[src/hw/uart_rx_pkg.sv]
package uart_rx_pkg;

    // Width of a received character, fixed for the whole receiver
    localparam int DATA_BITS = 8;

    // Number of baud ticks per serial bit
    localparam int OVERSAMPLE = 16;

    // Parity mode shared by the sampler and the checker
    typedef enum logic [1:0] {
        PARITY_NONE,
        PARITY_EVEN,
        PARITY_ODD
    } rx_parity_t;

    // States of the receive FSM
    typedef enum logic [2:0] {
        RX_IDLE,    // Line idle and waiting for a falling edge
        RX_START,   // Counting to the middle of the start bit
        RX_DATA,    // Shifting in the data bits LSB first
        RX_PARITY,  // Capturing the parity bit
        RX_STOP,    // Checking the stop bits
        RX_DONE     // Frame complete for one cycle
    } rx_state_t;

    // Raw frame handed from the sampler to the checker
    typedef struct packed {
        logic [DATA_BITS-1:0] data;
        logic                 parity_bit;  // Parity bit as seen on the line
        logic                 framing;     // Some stop bit was sampled low
    } rx_frame_t;

    // Error flags that travel with each received character
    typedef struct packed {
        logic parity;
        logic framing;
    } rx_err_t;

    // Checked character as stored in the FIFO
    typedef struct packed {
        logic [DATA_BITS-1:0] data;
        rx_err_t              err;
    } rx_word_t;

endpackage

[src/hw/uart_rx_oversample.sv]
module uart_rx_oversample #(
    parameter int CLK_FREQ  = 50_000_000,
    parameter int BAUD_RATE = 115_200
) (
    input  logic Clk,
    input  logic Rst,
    input  logic rx,        // Serial line straight from the pin
    input  logic restart,   // Realigns the tick phase to a start edge
    output logic rx_sync,
    output logic tick
);

    // Clock cycles between two baud ticks
    localparam int DIVIDER = CLK_FREQ / (uart_rx_pkg::OVERSAMPLE * BAUD_RATE);
    localparam int CNT_W   = (DIVIDER > 1) ? $clog2(DIVIDER) : 1;
    localparam logic [CNT_W-1:0] RELOAD = CNT_W'(DIVIDER - 1);

    logic             rx_meta;   // First synchronizer stage and may go metastable
    logic [CNT_W-1:0] div_cnt;   // Counts down to the next tick

    // Two flops bring the asynchronous line into the Clk domain
    // Both stages come out of reset high since the line idles high
    always_ff @(posedge Clk or posedge Rst) begin
        if (Rst) begin
            rx_meta <= 1'b1;
            rx_sync <= 1'b1;
        end else begin
            rx_meta <= rx;
            rx_sync <= rx_meta;   // Two cycles behind the pin
        end
    end

    // Free running divider that pulses tick once every DIVIDER cycles
    // A restart reloads it so the next tick lands DIVIDER cycles after the start edge
    always_ff @(posedge Clk or posedge Rst) begin
        if (Rst) begin
            div_cnt <= RELOAD;
            tick    <= 1'b0;
        end else if (restart) begin
            div_cnt <= RELOAD;   // Throw away the partial period
            tick    <= 1'b0;
        end else if (div_cnt == '0) begin
            div_cnt <= RELOAD;
            tick    <= 1'b1;      // Single cycle pulse
        end else begin
            div_cnt <= div_cnt - 1'b1;
            tick    <= 1'b0;
        end
    end

endmodule

[src/hw/uart_rx_sampler.sv]
module uart_rx_sampler #(
    parameter int                      STOP_BITS = 1,   // One or two stop bits
    parameter uart_rx_pkg::rx_parity_t PARITY    = uart_rx_pkg::PARITY_NONE
) (
    input  logic                   Clk,
    input  logic                   Rst,
    input  logic                   rx_sync,
    input  logic                   tick,
    input  logic                   full,
    output logic                   restart,
    output uart_rx_pkg::rx_frame_t frame,
    output logic                   frame_valid,
    output logic                   rts
);

    localparam int TICK_W = $clog2(uart_rx_pkg::OVERSAMPLE);
    localparam int BIT_W  = $clog2(uart_rx_pkg::DATA_BITS);
    localparam logic [TICK_W-1:0] MID_TICK  = TICK_W'(uart_rx_pkg::OVERSAMPLE / 2 - 1);
    localparam logic [TICK_W-1:0] LAST_TICK = TICK_W'(uart_rx_pkg::OVERSAMPLE - 1);
    localparam logic [BIT_W-1:0]  LAST_BIT  = BIT_W'(uart_rx_pkg::DATA_BITS - 1);
    localparam logic              LAST_STOP = 1'(STOP_BITS - 1);

    uart_rx_pkg::rx_state_t state;
    uart_rx_pkg::rx_state_t state_nxt;

    logic [TICK_W-1:0]                 tick_cnt;    // Ticks into the current bit
    logic [BIT_W-1:0]                  bit_cnt;     // Data bits already taken
    logic                              stop_cnt;    // Stop bits already taken
    logic [uart_rx_pkg::DATA_BITS-1:0] shift_reg;
    logic                              parity_bit;
    logic                              framing;
    logic                              start_mid;   // Tick at the middle of the start bit
    logic                              bit_end;     // Tick at the middle of a later bit

    assign start_mid = tick && (tick_cnt == MID_TICK);
    assign bit_end   = tick && (tick_cnt == LAST_TICK);

    // A low line seen while idle starts a frame and realigns the tick divider
    assign restart = (state == uart_rx_pkg::RX_IDLE) && !rx_sync;

    assign frame_valid      = (state == uart_rx_pkg::RX_DONE);   // RX_DONE lasts one cycle
    assign frame.data       = shift_reg;
    assign frame.parity_bit = parity_bit;
    assign frame.framing    = framing;

    always_comb begin
        state_nxt = state;
        case (state)
            uart_rx_pkg::RX_IDLE: begin
                if (!rx_sync) begin
                    state_nxt = uart_rx_pkg::RX_START;
                end
            end
            uart_rx_pkg::RX_START: begin
                // A line that is high again at mid-bit was only a glitch
                if (start_mid) begin
                    state_nxt = rx_sync ? uart_rx_pkg::RX_IDLE : uart_rx_pkg::RX_DATA;
                end
            end
            uart_rx_pkg::RX_DATA: begin
                if (bit_end && (bit_cnt == LAST_BIT)) begin
                    state_nxt = (PARITY == uart_rx_pkg::PARITY_NONE) ?
                                uart_rx_pkg::RX_STOP : uart_rx_pkg::RX_PARITY;
                end
            end
            uart_rx_pkg::RX_PARITY: begin
                if (bit_end) begin
                    state_nxt = uart_rx_pkg::RX_STOP;
                end
            end
            uart_rx_pkg::RX_STOP: begin
                if (bit_end && (stop_cnt == LAST_STOP)) begin
                    state_nxt = uart_rx_pkg::RX_DONE;
                end
            end
            default: state_nxt = uart_rx_pkg::RX_IDLE;   // RX_DONE and illegal codes
        endcase
    end

    always_ff @(posedge Clk or posedge Rst) begin
        if (Rst) begin
            state    <= uart_rx_pkg::RX_IDLE;
            tick_cnt <= '0;
            bit_cnt  <= '0;
            stop_cnt <= 1'b0;
            framing  <= 1'b0;
            rts      <= 1'b1;   // Idle with an empty FIFO
        end else begin
            state <= state_nxt;
            // Built from the next state so rts drops in the same cycle the FSM leaves idle
            rts   <= (state_nxt == uart_rx_pkg::RX_IDLE) && !full;
            case (state)
                uart_rx_pkg::RX_IDLE: begin
                    tick_cnt <= '0;
                    bit_cnt  <= '0;
                    stop_cnt <= 1'b0;
                    framing  <= 1'b0;
                end
                uart_rx_pkg::RX_START: begin
                    if (tick) begin
                        tick_cnt <= start_mid ? '0 : tick_cnt + 1'b1;   // Zero at mid start bit
                    end
                end
                default: begin
                    if (tick) begin
                        tick_cnt <= tick_cnt + 1'b1;   // Wraps every OVERSAMPLE ticks
                    end
                    if (bit_end && (state == uart_rx_pkg::RX_DATA)) begin
                        bit_cnt <= bit_cnt + 1'b1;
                    end
                    if (bit_end && (state == uart_rx_pkg::RX_STOP)) begin
                        stop_cnt <= stop_cnt + 1'b1;
                        framing  <= framing | !rx_sync;   // Any low stop bit is a framing error
                    end
                end
            endcase
        end
    end

    // Character and parity bit are payload and only meaningful with frame_valid
    always_ff @(posedge Clk) begin
        if ((state == uart_rx_pkg::RX_DATA) && bit_end) begin
            shift_reg <= {rx_sync, shift_reg[uart_rx_pkg::DATA_BITS-1:1]};   // LSB arrives first
        end
        if (state == uart_rx_pkg::RX_IDLE) begin
            parity_bit <= 1'b0;   // Stays zero when there is no parity bit
        end else if ((state == uart_rx_pkg::RX_PARITY) && bit_end) begin
            parity_bit <= rx_sync;
        end
    end

endmodule

[src/hw/uart_rx_frame_check.sv]
module uart_rx_frame_check #(
    parameter uart_rx_pkg::rx_parity_t PARITY = uart_rx_pkg::PARITY_NONE
) (
    input  logic                   Clk,
    input  logic                   Rst,
    input  uart_rx_pkg::rx_frame_t frame,
    input  logic                   frame_valid,
    output uart_rx_pkg::rx_word_t  word,
    output logic                   word_valid
);

    logic parity_sum;   // XOR over the data bits and the received parity bit
    logic parity_err;

    assign parity_sum = ^{frame.data, frame.parity_bit};

    // Even parity wants the total count of ones even and odd parity wants it odd
    always_comb begin
        case (PARITY)
            uart_rx_pkg::PARITY_EVEN: begin
                parity_err = parity_sum;
            end
            uart_rx_pkg::PARITY_ODD: begin
                parity_err = !parity_sum;
            end
            default: begin
                parity_err = 1'b0;   // No parity bit so nothing to check
            end
        endcase
    end

    // The strobe is delayed by exactly one cycle to line up with the registered word
    always_ff @(posedge Clk or posedge Rst) begin
        if (Rst) begin
            word_valid <= 1'b0;
        end else begin
            word_valid <= frame_valid;
        end
    end

    // Character and flags are captured together so the FIFO stores one coherent entry
    always_ff @(posedge Clk) begin
        if (frame_valid) begin
            word.data        <= frame.data;
            word.err.parity  <= parity_err;
            word.err.framing <= frame.framing;   // Passed through from the sampler
        end
    end

endmodule

[src/hw/uart_rx_fifo.sv]
module uart_rx_fifo #(
    parameter int FIFO_DEPTH = 4   // Must be a power of two
) (
    input  logic                  Clk,
    input  logic                  Rst,
    input  uart_rx_pkg::rx_word_t word,
    input  logic                  word_valid,
    input  logic                  pop,
    output uart_rx_pkg::rx_word_t rx_word,
    output logic                  data_rdy,
    output logic                  full,
    output logic                  overrun
);

    localparam int PTR_W = $clog2(FIFO_DEPTH);

    uart_rx_pkg::rx_word_t mem [FIFO_DEPTH];

    // One extra bit on each pointer tells a full buffer from an empty one
    logic [PTR_W:0] wr_ptr;
    logic [PTR_W:0] rd_ptr;
    logic           empty;
    logic           do_push;
    logic           do_pop;

    assign empty = (wr_ptr == rd_ptr);
    assign full  = (wr_ptr[PTR_W] != rd_ptr[PTR_W]) &&
                   (wr_ptr[PTR_W-1:0] == rd_ptr[PTR_W-1:0]);

    assign do_pop = pop && !empty;   // Popping an empty FIFO does nothing

    // A pop in the same cycle frees the slot the push needs
    assign do_push = word_valid && (!full || do_pop);

    // First word fall through so the head entry is always on the output
    assign rx_word  = mem[rd_ptr[PTR_W-1:0]];
    assign data_rdy = !empty;

    always_ff @(posedge Clk or posedge Rst) begin
        if (Rst) begin
            wr_ptr <= '0;
            rd_ptr <= '0;
        end else begin
            if (do_push) begin
                wr_ptr <= wr_ptr + 1'b1;
            end
            if (do_pop) begin
                rd_ptr <= rd_ptr + 1'b1;
            end
        end
    end

    // Storage array carries data only
    always_ff @(posedge Clk) begin
        if (do_push) begin
            mem[wr_ptr[PTR_W-1:0]] <= word;
        end
    end

    // Sticky overrun raised when a word is dropped and held until the next pop
    always_ff @(posedge Clk or posedge Rst) begin
        if (Rst) begin
            overrun <= 1'b0;
        end else if (word_valid && full && !pop) begin
            overrun <= 1'b1;   // That word is lost
        end else if (pop) begin
            overrun <= 1'b0;
        end
    end

endmodule

[src/hw/uart_rx_top.sv]
module uart_rx_top #(
    parameter int                      CLK_FREQ   = 50_000_000,
    parameter int                      BAUD_RATE  = 115_200,
    parameter int                      STOP_BITS  = 1,
    parameter uart_rx_pkg::rx_parity_t PARITY     = uart_rx_pkg::PARITY_NONE,
    parameter int                      FIFO_DEPTH = 4
) (
    input  logic                  Clk,
    input  logic                  Rst,
    input  logic                  rx,
    input  logic                  pop,
    output logic                  rts,
    output logic                  data_rdy,
    output logic                  overrun,
    output uart_rx_pkg::rx_word_t rx_word
);

    logic                   rx_sync;
    logic                   tick;
    logic                   restart;      // From the FSM back to the baud divider
    logic                   full;         // From the FIFO back to the FSM for rts
    uart_rx_pkg::rx_frame_t frame;
    logic                   frame_valid;
    uart_rx_pkg::rx_word_t  word;
    logic                   word_valid;

    // Synchronizer and baud tick
    uart_rx_oversample #(
        .CLK_FREQ (CLK_FREQ),
        .BAUD_RATE(BAUD_RATE)
    ) u_oversample (
        .Clk    (Clk),
        .Rst    (Rst),
        .rx     (rx),
        .restart(restart),
        .rx_sync(rx_sync),
        .tick   (tick)
    );

    uart_rx_sampler #(
        .STOP_BITS(STOP_BITS),
        .PARITY   (PARITY)
    ) u_sampler (
        .Clk        (Clk),
        .Rst        (Rst),
        .rx_sync    (rx_sync),
        .tick       (tick),
        .full       (full),
        .restart    (restart),
        .frame      (frame),
        .frame_valid(frame_valid),
        .rts        (rts)
    );

    uart_rx_frame_check #(
        .PARITY(PARITY)
    ) u_frame_check (
        .Clk        (Clk),
        .Rst        (Rst),
        .frame      (frame),
        .frame_valid(frame_valid),
        .word       (word),
        .word_valid (word_valid)
    );

    // Receive buffer facing the host
    uart_rx_fifo #(
        .FIFO_DEPTH(FIFO_DEPTH)
    ) u_fifo (
        .Clk       (Clk),
        .Rst       (Rst),
        .word      (word),
        .word_valid(word_valid),
        .pop       (pop),
        .rx_word   (rx_word),
        .data_rdy  (data_rdy),
        .full      (full),
        .overrun   (overrun)
    );

endmodule

[config.mk]
export PLATFORM = sky130hd
export DESIGN_NAME = uart_rx_top
export DESIGN_NICKNAME = d
export VERILOG_FILES = /design/src/hw/uart_rx_pkg.sv /design/src/hw/uart_rx_oversample.sv /design/src/hw/uart_rx_sampler.sv /design/src/hw/uart_rx_frame_check.sv /design/src/hw/uart_rx_fifo.sv /design/src/hw/uart_rx_top.sv
export SDC_FILE = /design/constraint.sdc
export NUM_CORES = 1
export LEC_CHECK = 0
export BUFFER_PORTS_ARGS = -buffer_cell sky130_fd_sc_hd__buf_2
export CAP_MARGIN = 10
export CORE_MARGIN = 5
export CORE_UTILIZATION = 40
export CTS_BUF_LIST = sky130_fd_sc_hd__clkbuf_4 sky130_fd_sc_hd__clkbuf_8 sky130_fd_sc_hd__clkbuf_16
export DETAILED_ROUTE_END_ITERATION = 16
export PLACE_DENSITY = 0.64
export SLEW_MARGIN = 20
export SYNTH_ARGS = -nofsm -noshare
export SYNTH_HDL_FRONTEND = slang
export SYNTH_SLANG_ARGS = --single-unit
[constraint.sdc]
create_clock -name Clk -period 2.9 [get_ports Clk]
set_input_delay 0.58 -clock Clk [delete_from_list [all_inputs] [get_ports Clk]]
set_output_delay 0.58 -clock Clk [all_outputs]
set_load 0.03 [all_outputs]
[Yosys cells after proc, flatten, opt, wreduce, memory -nomap -nowiden]
Memories as Yosys holds them, arrays and structs flattened.
Cells that the tools add are included.
W data, S select, Z words.
Cells by class
  add/sub/neg operators: 6
  eq/ne operators: 12
  multiplexer cells: 25
  bitwise operators: 3
  reduce and logical (&&, ||, !) cells: 28
Operators by type and width (number)
  $mux W3: 6
  $pmux W3 S5: 1
  $logic_and A1 B1 Y1: 13
  $mux W4: 3
  $mux W5: 2
  $add A3 B1 Y3 const B: 3
  $eq A3 B3 Y1 const B: 3
  $mux W1: 8
  $pmux W4 S2: 1
  $reduce_bool A2 Y1: 4
  $eq A3 B2 Y1 const B: 2
  $logic_not A3 Y1: 2
  $pmux W3 S2: 1
  $reduce_and A2 Y1: 3
  $logic_not A5 Y1: 1
  $sub A5 B1 Y5 const B: 1
  $add A4 B1 Y4 const B: 1
  $eq A4 B3 Y1 const B: 1
  $eq A4 B4 Y1 const B: 1
  $logic_not A1 Y1: 4
  $pmux W1 S2: 2
  $eq A3 B1 Y1 const B: 1
  $eq A3 B3 Y1: 1
  $eq A2 B2 Y1: 1
  other kinds (7): 8
Storage, ports and cells
  bits in registers: 46
  RAM bits: 36
  input bits: 4
  output and inout port bits: 13
  logic and storage cells: 92
  memories kept: 1
Memory list
  u_fifo.mem: depth 4, bits a word 9, rd ports 1, clocked after Yosys merged registers in 0, write ports 1, line uart_rx_fifo.sv:17  | uart_rx_pkg::rx_word_t mem [FIFO_DEPTH];

[Depth between registers and ports, before layout]
Gate-level depths: netlist of the first run.
  depth in word-level cells: 7
  gate-level depth with buffers: 6
  mapped depth without buffers: 6

[Cells and area by module]
A second synthesis of the first run with hierarchy kept.
Second synthesis, totals
  cells, all modules: 216
  area, all modules: 3558.4 sq um
Modules (own cells, without submodules)
  uart_rx_fifo: instances 1, cells an instance 91, area an instance 1916.8 sq um, seq. area each 1376.3 sq um
  uart_rx_sampler: instances 1, cells an instance 87, area an instance 1008.5 sq um, seq. area each 586.8 sq um
  uart_rx_oversample: instances 1, cells an instance 25, area an instance 322.8 sq um, seq. area each 206.4 sq um
  uart_rx_frame_check: instances 1, cells an instance 13, area an instance 310.3 sq um, seq. area each 295.3 sq um

[Worst setup path after synthesis of the first run]
Ideal clock, no wire load.
  path kind: register -> output
  start point: register u_fifo.rd_ptr[0]
  end point: output rx_word[0] (netlist name)
  arrival: 1289 ps
  data required time: 2320 ps
  path slack: 1031 ps
  stages on the path, launching flop included: 3
  buffers on the path: 1
  cells stage by stage: dfrtp_1 buf_2 mux4_2
RTL lines
  start, declared: line uart_rx_fifo.sv:21  | logic [PTR_W:0] rd_ptr;
  start signal, assigned: line uart_rx_fifo.sv:48  | rd_ptr <= rd_ptr + 1'b1;
  end, declared: line uart_rx_top.sv:15  | output uart_rx_pkg::rx_word_t rx_word

[Final worst setup path of the first run]
  start point: register u_fifo.wr_ptr[2]
  end point: output data_rdy
Between the ends
  cells in the longest elaborated chain, start to end: 2
RTL lines
  start, declared: line uart_rx_fifo.sv:20  | logic [PTR_W:0] wr_ptr;
  start signal, assigned: line uart_rx_fifo.sv:45  | wr_ptr <= wr_ptr + 1'b1;
  $eq A3 B3 Y1: line uart_rx_fifo.sv:26  | assign empty = (wr_ptr == rd_ptr);
  $logic_not A1 Y1: line uart_rx_fifo.sv:37  | assign data_rdy = !empty;
  end, declared: line uart_rx_top.sv:13  | output logic data_rdy,
No other way between the ends.

==> results of run 1 <==
[synth_stat cells, drive strengths merged, types with 3 or more instances]
master  number  share of area [%]
nor2        19                2.2
mux4         9                6.2
nand3        3               0.46
o21ai        5               0.76
inv         12                1.4
dfrtp       23                 18
ha           9                3.4
nand2        6               0.76
xor2         7                2.1
a21oi        5               0.76
xnor2        7                1.9
buf          6                1.6
dfstp        6                4.8
nor3         3               0.61
edfxtp      53                 48
nand4b       3               0.80
[worst paths after layout]
kind / cells after the start / start / to / slack, ns
hold reg to reg: 0 / u_oversample.rx_meta / u_oversample.rx_sync / 0.36
setup reg to reg: 3 / u_fifo.wr_ptr[0] / u_fifo.mem[3][3] / 0.86
hold / removal: 3 / Rst / u_fifo.overrun / 0.28
min in group Clk: 1 / rx / u_oversample.rx_meta / 0.33
setup / recovery: 3 / u_fifo.wr_ptr[2] / data_rdy / 0.56
max in group asynchronous: 3 / Rst / u_oversample.div_cnt[3] / 2.30
[cell families (layout without fill, tap and decap cells)]
logic type | count (synthesis) | count (layout) | share of synthesized area [%]
adders and majority gates | 9 | 9 | 3.43
muxes | 13 | 13 | 7.47
xor gates and xnor gates | 14 | 14 | 3.96
buffers and inverters | 20 | 50 | 3.43
AOI/OAI and AO/OA | 15 | 15 | 3.31
DFF | 82 | 82 | 70.8
other | 1 | 1 | 0.114
and+or+nand+nor | 45 | 45 | 7.51
[metal layers]
metal | wire length, um | up-vias | part of all wire [%] | track usage (%)
met4 | 91 | 0 | 1.9 | 6.22
met2 | 2520 | 21 | 53 | 18.6
met5 | 0 | - | 0 | 0
met3 | 141 | 7 | 2.9 | 2.70
li1 | - | 768 | - | -
met1 | 2040 | 792 | 43 | 12.2
[cell type report]
| class | instances | area, um^2 | share of cell area [%] |
|---|---|---|---|
| well taps | 105 | 131 | 3.59 |
| inverters | 12 | 47.5 | 1.30 |
| clock inverters | 7 | 60.1 | 1.64 |
| flip-flops and latches | 82 | 2320 | 63.5 |
| clock buffers | 9 | 124 | 3.38 |
| multi-input cells | 97 | 847 | 23.1 |
| repair buffers | 22 | 128 | 3.48 |
[per-stage QoR]
| stage | power [W] | cells | hold WS, ns |
|---|---|---|---|
| 5_1_grt | 0.00209 | 334 | 0.307 |
| 2_1_floorplan | 0.00127 | 199 | 0.345 |
| 6_report | 0.00200 | 334 | 0.280 |
| 3_5_place_dp | 0.00128 | 318 | 0.347 |
| 3_3_place_gp | 0.00128 | 318 | 0.348 |
| 4_1_cts | 0.00204 | 334 | 0.279 |
[where the power goes]
part | internal, W | total [W] | switching [W] | leakage [nW]
combinational | 0.00000281 | 0.0000141 | 0.0000112 | 0.510
sequential | 0.00124 | 0.00124 | 0.000000690 | 0.824
clock | 0.000324 | 0.000755 | 0.000431 | 0.0844
[tightest hold or removal path: cells and delay by family]
| kind | cells | cell delay [ns] |
|---|---|---|
| buffers and inverters | 3 | 0.46 |
==> flow_metrics.env, run 1 <==
export IMPL_status="complete, no violations"
export IMPL_final_layout_size_suffix_gt1_share_pct=27.5
export IMPL_dpl_cell_area_mm2=0.00348
export IMPL_dp_hpwl_mm=3.43
export IMPL_ctsResizeCount=0
export IMPL_die_y_um=101
export IMPL_path_delay_family="simple AND/OR/NAND/NOR gates"
export IMPL_h_tree_depth=3
export IMPL_hp_class="in -> async"
export IMPL_ant_nets=0
export IMPL_final_cell_mix="edfxtp_1 (53), dfrtp_1 (23), nor2_1 (18)"
export IMPL_drv_cap=0
export IMPL_grt_pass1_wl_mm=8.27
export IMPL_rsz0062_at_grt="false"
export IMPL_cts_sinks=82
export IMPL_syn_area_per_cell_um2=16.5
export IMPL_io_buffers=15
export IMPL_synth_ff_type="edfxtp_1"
export IMPL_pwr_density_cell_mw_per_mm2=547
export IMPL_cts_made_buffers=9
export IMPL_postLayoutSetupSlackWorst_ns=0.564
export IMPL_cp_slowest_cell="or3b_4"
export IMPL_initial_core_util_pct=40.6
export IMPL_maxSlewHeadroom_pct=41.2
export IMPL_p_leak_nw=1.42
export IMPL_synth_distinct_cells=45
export IMPL_final_max_slew_viol_count=0
export IMPL_critical_path_required_ns=2.32
export IMPL_holdBufCountCts=0
export IMPL_viasPerCell=4.75
export IMPL_antenna_found_initial=0
export IMPL_yosys_register_bits=82
export IMPL_fin_crit_ns=2.34
export IMPL_largest_reg_flops=36
export IMPL_hold_violations=0
export IMPL_fin_crit_sh_pct=80.6
export IMPL_fin_area_mm2=0.00366
export IMPL_setup_viol=0
export IMPL_dr_first_iter_drc_count=43
export IMPL_drc=0
export IMPL_wl_per_cell_um=14.3
export IMPL_grt_overflow=0
export IMPL_first_global_vias=1741
export IMPL_ys_async_sr_fraction_pct=35.4
export IMPL_syn_inst=199
export IMPL_dp_slack_ns=0.845
export IMPL_tritoncts="yes"
export IMPL_rows=33
export IMPL_dr_pass1_iters=4
export IMPL_finalClockSkew_ns=0.00898
export IMPL_finalWeightedCongestion=0.717
export IMPL_area_growth_pct=11.5
export IMPL_n_fill_cell=763
export IMPL_peakVddDrop_v=0.000244
export IMPL_fin_util_pct=45.3
export IMPL_clkTransAtPathRegs_ns=0.08
export IMPL_worst_path_buf_inv=1
export IMPL_coreArea_mm2=0.00809
export IMPL_syn_cell_area_mm2=0.00328
export IMPL_clkLatencyLatePin_ns=0.35
export IMPL_slowest_delay_ns=0.45
export IMPL_critPathArrivalTime_ns=1.76
export IMPL_cts_root_buf="clkbuf_8"
export IMPL_wl_mm=4.79
export IMPL_setup_tns_ns=0
export IMPL_final_common_cell="edfxtp_1"
export IMPL_grt_max_degree=30
export IMPL_synth_warnings=0
export IMPL_ys_seq_area_share_pct=70.8
export IMPL_tightestPinTransition_ns=0.879
export IMPL_post_cts_buffers=0
export IMPL_die_w_um=101
export IMPL_antenna_cells=0
export IMPL_critPathLaunchType="flip-flop"
export IMPL_clock_path_buffers=2
export IMPL_fmax_mhz=428
export IMPL_crit_type="reg -> out"
export IMPL_synth_edf_count=53
export IMPL_vias=1588
export IMPL_cp_max_fo=3
export IMPL_dieArea_mm2=0.0101
export IMPL_path_cells="xnor2_1, or3b_4, buf_2"
export IMPL_synth_nets=212
export IMPL_nNetsFinal=237
export IMPL_track_usage_pct=10.8
export IMPL_end_kind="output port"
export IMPL_io_pins=17
Note: power is estimated with default switching activity, not from simulation.
==> inputs of run 2 (changes only) <==
==> constraint.sdc (replaced) <==
create_clock -name Clk -period 2.2 [get_ports Clk]
set_input_delay 0.44 -clock Clk [delete_from_list [all_inputs] [get_ports Clk]]
set_output_delay 0.44 -clock Clk [all_outputs]
set_load 0.03 [all_outputs]
==> flow_metrics.env, run 2 (synthesis gave the netlist of run 1 again) <==
export IMPL_antenna_cells=0
export IMPL_dpl_cell_area_mm2=0.00348
export IMPL_fin_crit_ns=2.09
export IMPL_cp_max_fo=11
export IMPL_p_switching_w=0.000546
export IMPL_grt_pass1_wl_mm=7.94
export IMPL_dr_first_iter_drc_count=66
export IMPL_post_cts_buffers=0
export IMPL_clkTransAtPathRegs_ns=0.08
export IMPL_power_frac_clock_pct=41.8
export IMPL_cts_made_buffers=9
export IMPL_wl_per_cell_um=14.0
export IMPL_ant_nets=0
export IMPL_rows=33
export IMPL_finalWeightedCongestion=0.725
export IMPL_dr_pass1_iters=4
export IMPL_die_y_um=101
export IMPL_die_w_um=101
export IMPL_crit_path_end="rx_word[8]"
export IMPL_hp_class="in -> async"
export IMPL_end_kind="output port"
export IMPL_rsz0062_at_grt="false"
export IMPL_clkLatencyLatePin_ns=0.34
export IMPL_setup_viol=0
export IMPL_path_delay_family="multiplexers"
export IMPL_finalClockSkew_ns=0.00907
export IMPL_dp_hpwl_mm=3.11
export IMPL_worstRegToRegCells=3
export IMPL_antenna_found_initial=0
export IMPL_critPathLaunchType="flip-flop"
export IMPL_setup_tns_ns=0
export IMPL_worst_path_buf_inv=2
export IMPL_final_common_cell="edfxtp_1"
export IMPL_first_global_vias=1588
export IMPL_largest_reg_flops=36
export IMPL_final_max_slew_viol_count=0
export IMPL_nNetsFinal=237
export IMPL_io_buffers=15
export IMPL_crit_start="u_fifo.rd_ptr[0]"
export IMPL_fmax_mhz=479
export IMPL_dp_slack_ns=0.114
export IMPL_drc=0
export IMPL_sw_frac_of_total_pct=19.3
export IMPL_p_comb_share_pct=0.7
export IMPL_cts_root_buf="clkbuf_8"
export IMPL_r2r_start="u_fifo.wr_ptr[1]"
export IMPL_holdBufCountCts=0
export IMPL_track_usage_pct=10.4
export IMPL_fin_crit_sh_pct=94.8
export IMPL_critical_path_required_ns=1.76
export IMPL_dieArea_mm2=0.0101
export IMPL_cp_depth=3
export IMPL_peakVddDrop_v=0.000349
export IMPL_viasPerCell=4.76
export IMPL_grt_max_degree=30
export IMPL_area_growth_pct=13.0
export IMPL_rrSetupSlack_ns=0.23
export IMPL_drv_cap=0
export IMPL_fin_area_mm2=0.00371
export IMPL_h_tree_depth=3
export IMPL_intPower_w=0.00229
export IMPL_grt_overflow=0
export IMPL_p_leak_nw=1.44
export IMPL_io_pins=17
export IMPL_status="complete, no violations"
export IMPL_place_inst=318
export IMPL_cts_sinks=82
export IMPL_postLayoutSetupSlackWorst_ns=0.114
export IMPL_final_cell_mix="edfxtp_1 (53), dfrtp_1 (23), nor2_1 (18)"
export IMPL_rr_endpoint="u_fifo.mem[3][0]"
export IMPL_path_cells="buf_6, mux4_2, buf_2"
export IMPL_tightestPinTransition_ns=0.922
export IMPL_cp_slowest_cell="mux4_2"
export IMPL_wl_mm=4.69
export IMPL_final_layout_size_suffix_gt1_share_pct=27.9
export IMPL_final_instance_count_excl_fill=334
export IMPL_slowest_delay_ns=0.53
export IMPL_power_w=0.00283
export IMPL_initial_core_util_pct=40.6
export IMPL_vias=1590
export IMPL_power_frac_seq_pct=57.5
export IMPL_crit_type="reg -> out"
export IMPL_coreArea_mm2=0.00809
export IMPL_maxSlewHeadroom_pct=38.3
export IMPL_hold_violations=0
export IMPL_critPathArrivalTime_ns=1.65
export IMPL_tritoncts="yes"
export IMPL_clock_path_buffers=2
export IMPL_pwr_density_cell_mw_per_mm2=764
-- run 2: cell types whose count changed in the layout (fill, tap and decap cells not counted) --
cell / delta
clkbuf_4: +1
bufinv_16: +2
xnor2_2: +1
buf_4: -1
inv_6: -1
clkinv_2: +1
clkinvlp_4: -2
buf_6: +1
xnor2_1: -1
inv_8: -1
-- run 2: area by class of cell --
cell class                 count  area (um^2)
fill                         731         4380
sequential                    82         2320
multi-input combinational     97          855
clock buffer                  10          131
timing repair buffer          22          131
tap                          105          131
clock inverter                 6         90.1
inverter                      12         47.5
-- run 2: per-stage QoR --
stage	hold slack, ns	utilization (%)
3_5_place_dp	0.347	43.0
4_1_cts	0.151	45.7
5_1_grt	0.166	45.9
6_report	0.153	45.9
3_3_place_gp	0.347	43.0
2_1_floorplan	0.345	-
-- run 2: layer usage --
layer	wire length, um	part of all wire, %	GRT usage [%]	vias to the layer above
met3	175	3.7	3.18	8
met4	73	1.6	5.60	0
met5	0	0	0	-
li1	-	-	-	766
met2	2310	49	15.6	26
met1	2130	45	13.5	790
-- run 2: what timing repair did --
item,CTS,global route
hold endpoints to repair,0,0
endpoints found under the setup margin,0,10
resized for setup,0,2
-- run 2: how the worst min path moves through the flow --
stage                                    start                   end  slack [ns]  cells past startpoint
final                                      Rst      u_fifo.wr_ptr[2]        0.15                      3
after global routing                        rx  u_oversample.rx_meta        0.17                      1
after CTS                                  Rst  u_sampler.bit_cnt[0]        0.15                      3
after detailed placement  u_oversample.rx_meta  u_oversample.rx_sync        0.35                      0
after global placement    u_oversample.rx_meta  u_oversample.rx_sync        0.35                      0
after floorplan           u_oversample.rx_meta  u_oversample.rx_sync        0.35                      0
-- run 2: worst register-to-register path, cell delays in order (launching register included) --
cell and delay (ns):
dfrtp_1 0.39, xor2_1 0.33, o41ai_4 0.16, nor2_1 0.72
-- run 2: power by group through the flow --
stage	clock (W)	combinational, W	sequential [W]
floorplan	0	0.0000123	0.00166
CTS	0.00122	0.0000202	0.00163
global route	0.00129	0.0000224	0.00163
finish	0.00119	0.0000188	0.00163
global placement	0	0.0000197	0.00166
detailed placement	0	0.0000198	0.00166
==> inputs of run 3 (changes only) <==
--- a/config.mk
+++ b/config.mk
@@ -7,7 +7,6 @@
 export LEC_CHECK = 0
 export BUFFER_PORTS_ARGS = -buffer_cell sky130_fd_sc_hd__buf_2
 export CAP_MARGIN = 10
-export CORE_MARGIN = 5
 export CORE_UTILIZATION = 40
 export CTS_BUF_LIST = sky130_fd_sc_hd__clkbuf_4 sky130_fd_sc_hd__clkbuf_8 sky130_fd_sc_hd__clkbuf_16
 export DETAILED_ROUTE_END_ITERATION = 16
==> flow_metrics.env, run 3 (synthesis gave the netlist of run 1 again) <==
export IMPL_drv_cap=0
export IMPL_critPathLaunchType="flip-flop"
export IMPL_nNetsFinal=237
export IMPL_grt_pass1_wl_mm=8.25
export IMPL_io_buffers=15
export IMPL_clkTransAtPathRegs_ns=0.09
export IMPL_dr_first_iter_drc_count=56
export IMPL_h_tree_depth=3
export IMPL_rows=32
export IMPL_vias=1615
export IMPL_final_layout_size_suffix_gt1_share_pct=27.9
export IMPL_dieArea_mm2=0.00858
export IMPL_antenna_cells=0
export IMPL_cts_root_buf="clkbuf_8"
export IMPL_cts_made_buffers=9
export IMPL_r2r_start="u_fifo.wr_ptr[1]"
export IMPL_largest_reg_flops=36
export IMPL_hp_class="in -> async"
export IMPL_n_fill_cell=718
export IMPL_final_max_slew_viol_count=0
export IMPL_finalWeightedCongestion=0.717
export IMPL_final_cell_mix="edfxtp_1 (53), dfrtp_1 (23), nor2_1 (18)"
export IMPL_fin_crit_sh_pct=95.9
export IMPL_fmax_mhz=474
export IMPL_io_pins=17
export IMPL_tritoncts="yes"
export IMPL_pwr_density_cell_mw_per_mm2=729
export IMPL_antenna_found_initial=0
export IMPL_clkLatencyLatePin_ns=0.35
export IMPL_ant_nets=0
export IMPL_cp_max_fo=11
export IMPL_crit_type="reg -> out"
export IMPL_hold_violations=0
export IMPL_drc=0
export IMPL_maxSlewHeadroom_pct=40.2
export IMPL_critical_path_required_ns=1.76
export IMPL_rsz0062_at_grt="false"
export IMPL_dr_pass1_iters=4
export IMPL_holdBufCountCts=0
export IMPL_viasPerCell=4.88
export IMPL_grt_max_degree=30
export IMPL_wl_per_cell_um=14.6
export IMPL_rrSetupSlack_ns=0.23
export IMPL_critPathArrivalTime_ns=1.67
export IMPL_initial_core_util_pct=41.9
export IMPL_cts_sinks=82
export IMPL_p_leak_nw=1.43
export IMPL_first_global_vias=1720
export IMPL_die_y_um=92.6
export IMPL_worstRegToRegCells=3
export IMPL_grt_overflow=0
export IMPL_wl_mm=4.84
export IMPL_final_common_cell="edfxtp_1"
export IMPL_rr_endpoint="u_fifo.mem[3][8]"
export IMPL_area_growth_pct=11.9
export IMPL_clock_path_buffers=2
export IMPL_hold_ws_ns=0.137
export IMPL_die_w_um=92.6
export IMPL_setup_viol=0
export IMPL_setup_tns_ns=0
export IMPL_tightestPinTransition_ns=0.894
export IMPL_coreArea_mm2=0.00785
export IMPL_fin_crit_ns=2.11
export IMPL_finalClockSkew_ns=0.00911
export IMPL_dp_hpwl_mm=3.19
export IMPL_track_usage_pct=13.1
export IMPL_end_kind="output port"
export IMPL_peakVddDrop_v=0.000302
export IMPL_status="complete, no violations"
-- run 3: changes by cell type in the layout (fill, tap and decap cells not counted), sizes merged --
cell / before / now
clkinv: 2 / 1
inv: 13 / 17
bufinv: 2 / 0
clkbuf: 10 / 9
-- run 3: area by class of cell --
cell class	instances	area, um^2	share of cell area (%)
Clock inverter	7	65.1	1.77
Timing Repair Buffer	22	131	3.58
Sequential cell	82	2320	63.3
Inverter	12	47.5	1.29
Multi-Input combinational cell	97	855	23.3
Clock buffer	9	124	3.37
Tap cell	102	128	3.47
-- run 3: routing by layer --
layer | vias up | share of wire (%) | GRT usage, %
met3 | 9 | 2.2 | 3.45
met5 | - | 0 | 0
met4 | 0 | 2.1 | 7.31
met1 | 818 | 47 | 16.4
met2 | 15 | 49 | 20.7
li1 | 773 | - | -
-- run 3: worst max-delay path by stage --
stage,startpoint,to,slack (ns),cells after the start
6_report,u_fifo.rd_ptr[0],rx_word[9],0.09,3
5_1_grt,u_fifo.wr_ptr[2],data_rdy,0.02,3
4_1_cts,u_fifo.rd_ptr[0],rx_word[9],0.01,3
3_5_place_dp,u_fifo.wr_ptr[2],u_fifo.mem[3][5],0.16,3
3_3_place_gp,u_fifo.wr_ptr[2],u_fifo.mem[3][5],0.23,3
2_1_floorplan,u_fifo.wr_ptr[1],u_fifo.mem[3][0],0.47,3
-- run 3: per-stage QoR --
stage | worst slack (ns) | power, W | instances | util [%] | area [um^2]
4_1_cts | 0.0113 | 0.00272 | 331 | 46.8 | 3670
2_1_floorplan | 0.468 | 0.00167 | 199 | - | 3280
6_report | 0.0911 | 0.00268 | 331 | 46.8 | 3670
3_3_place_gp | 0.227 | 0.00168 | 315 | 44.3 | 3470
5_1_grt | 0.0175 | 0.00279 | 331 | 46.8 | 3670
3_5_place_dp | 0.159 | 0.00168 | 315 | 44.3 | 3470
-- run 3: timing repair --
action | in CTS | in global routing
endpoints found under the setup margin | 1 | 8
cloned | 0 | 0
setup buffers | 0 | 0
hold endpoints to repair | 0 | 0
gates resized for setup | 1 | 1
-- run 3: critical path, stage by stage, from the launching register on --
cell and delay, ns:
dfrtp_1 0.38, buf_6 0.20, mux4_2 0.53, buf_2 0.19
-- run 3: power by group --
| group | internal, W | total [W] | leakage, nW | switching (W) |
|---|---|---|---|---|
| Sequential | 0.00163 | 0.00163 | 0.824 | 0.000000956 |
| Clock | 0.000439 | 0.00103 | 0.0947 | 0.000592 |
| Combinational | 0.00000370 | 0.0000185 | 0.510 | 0.0000148 |
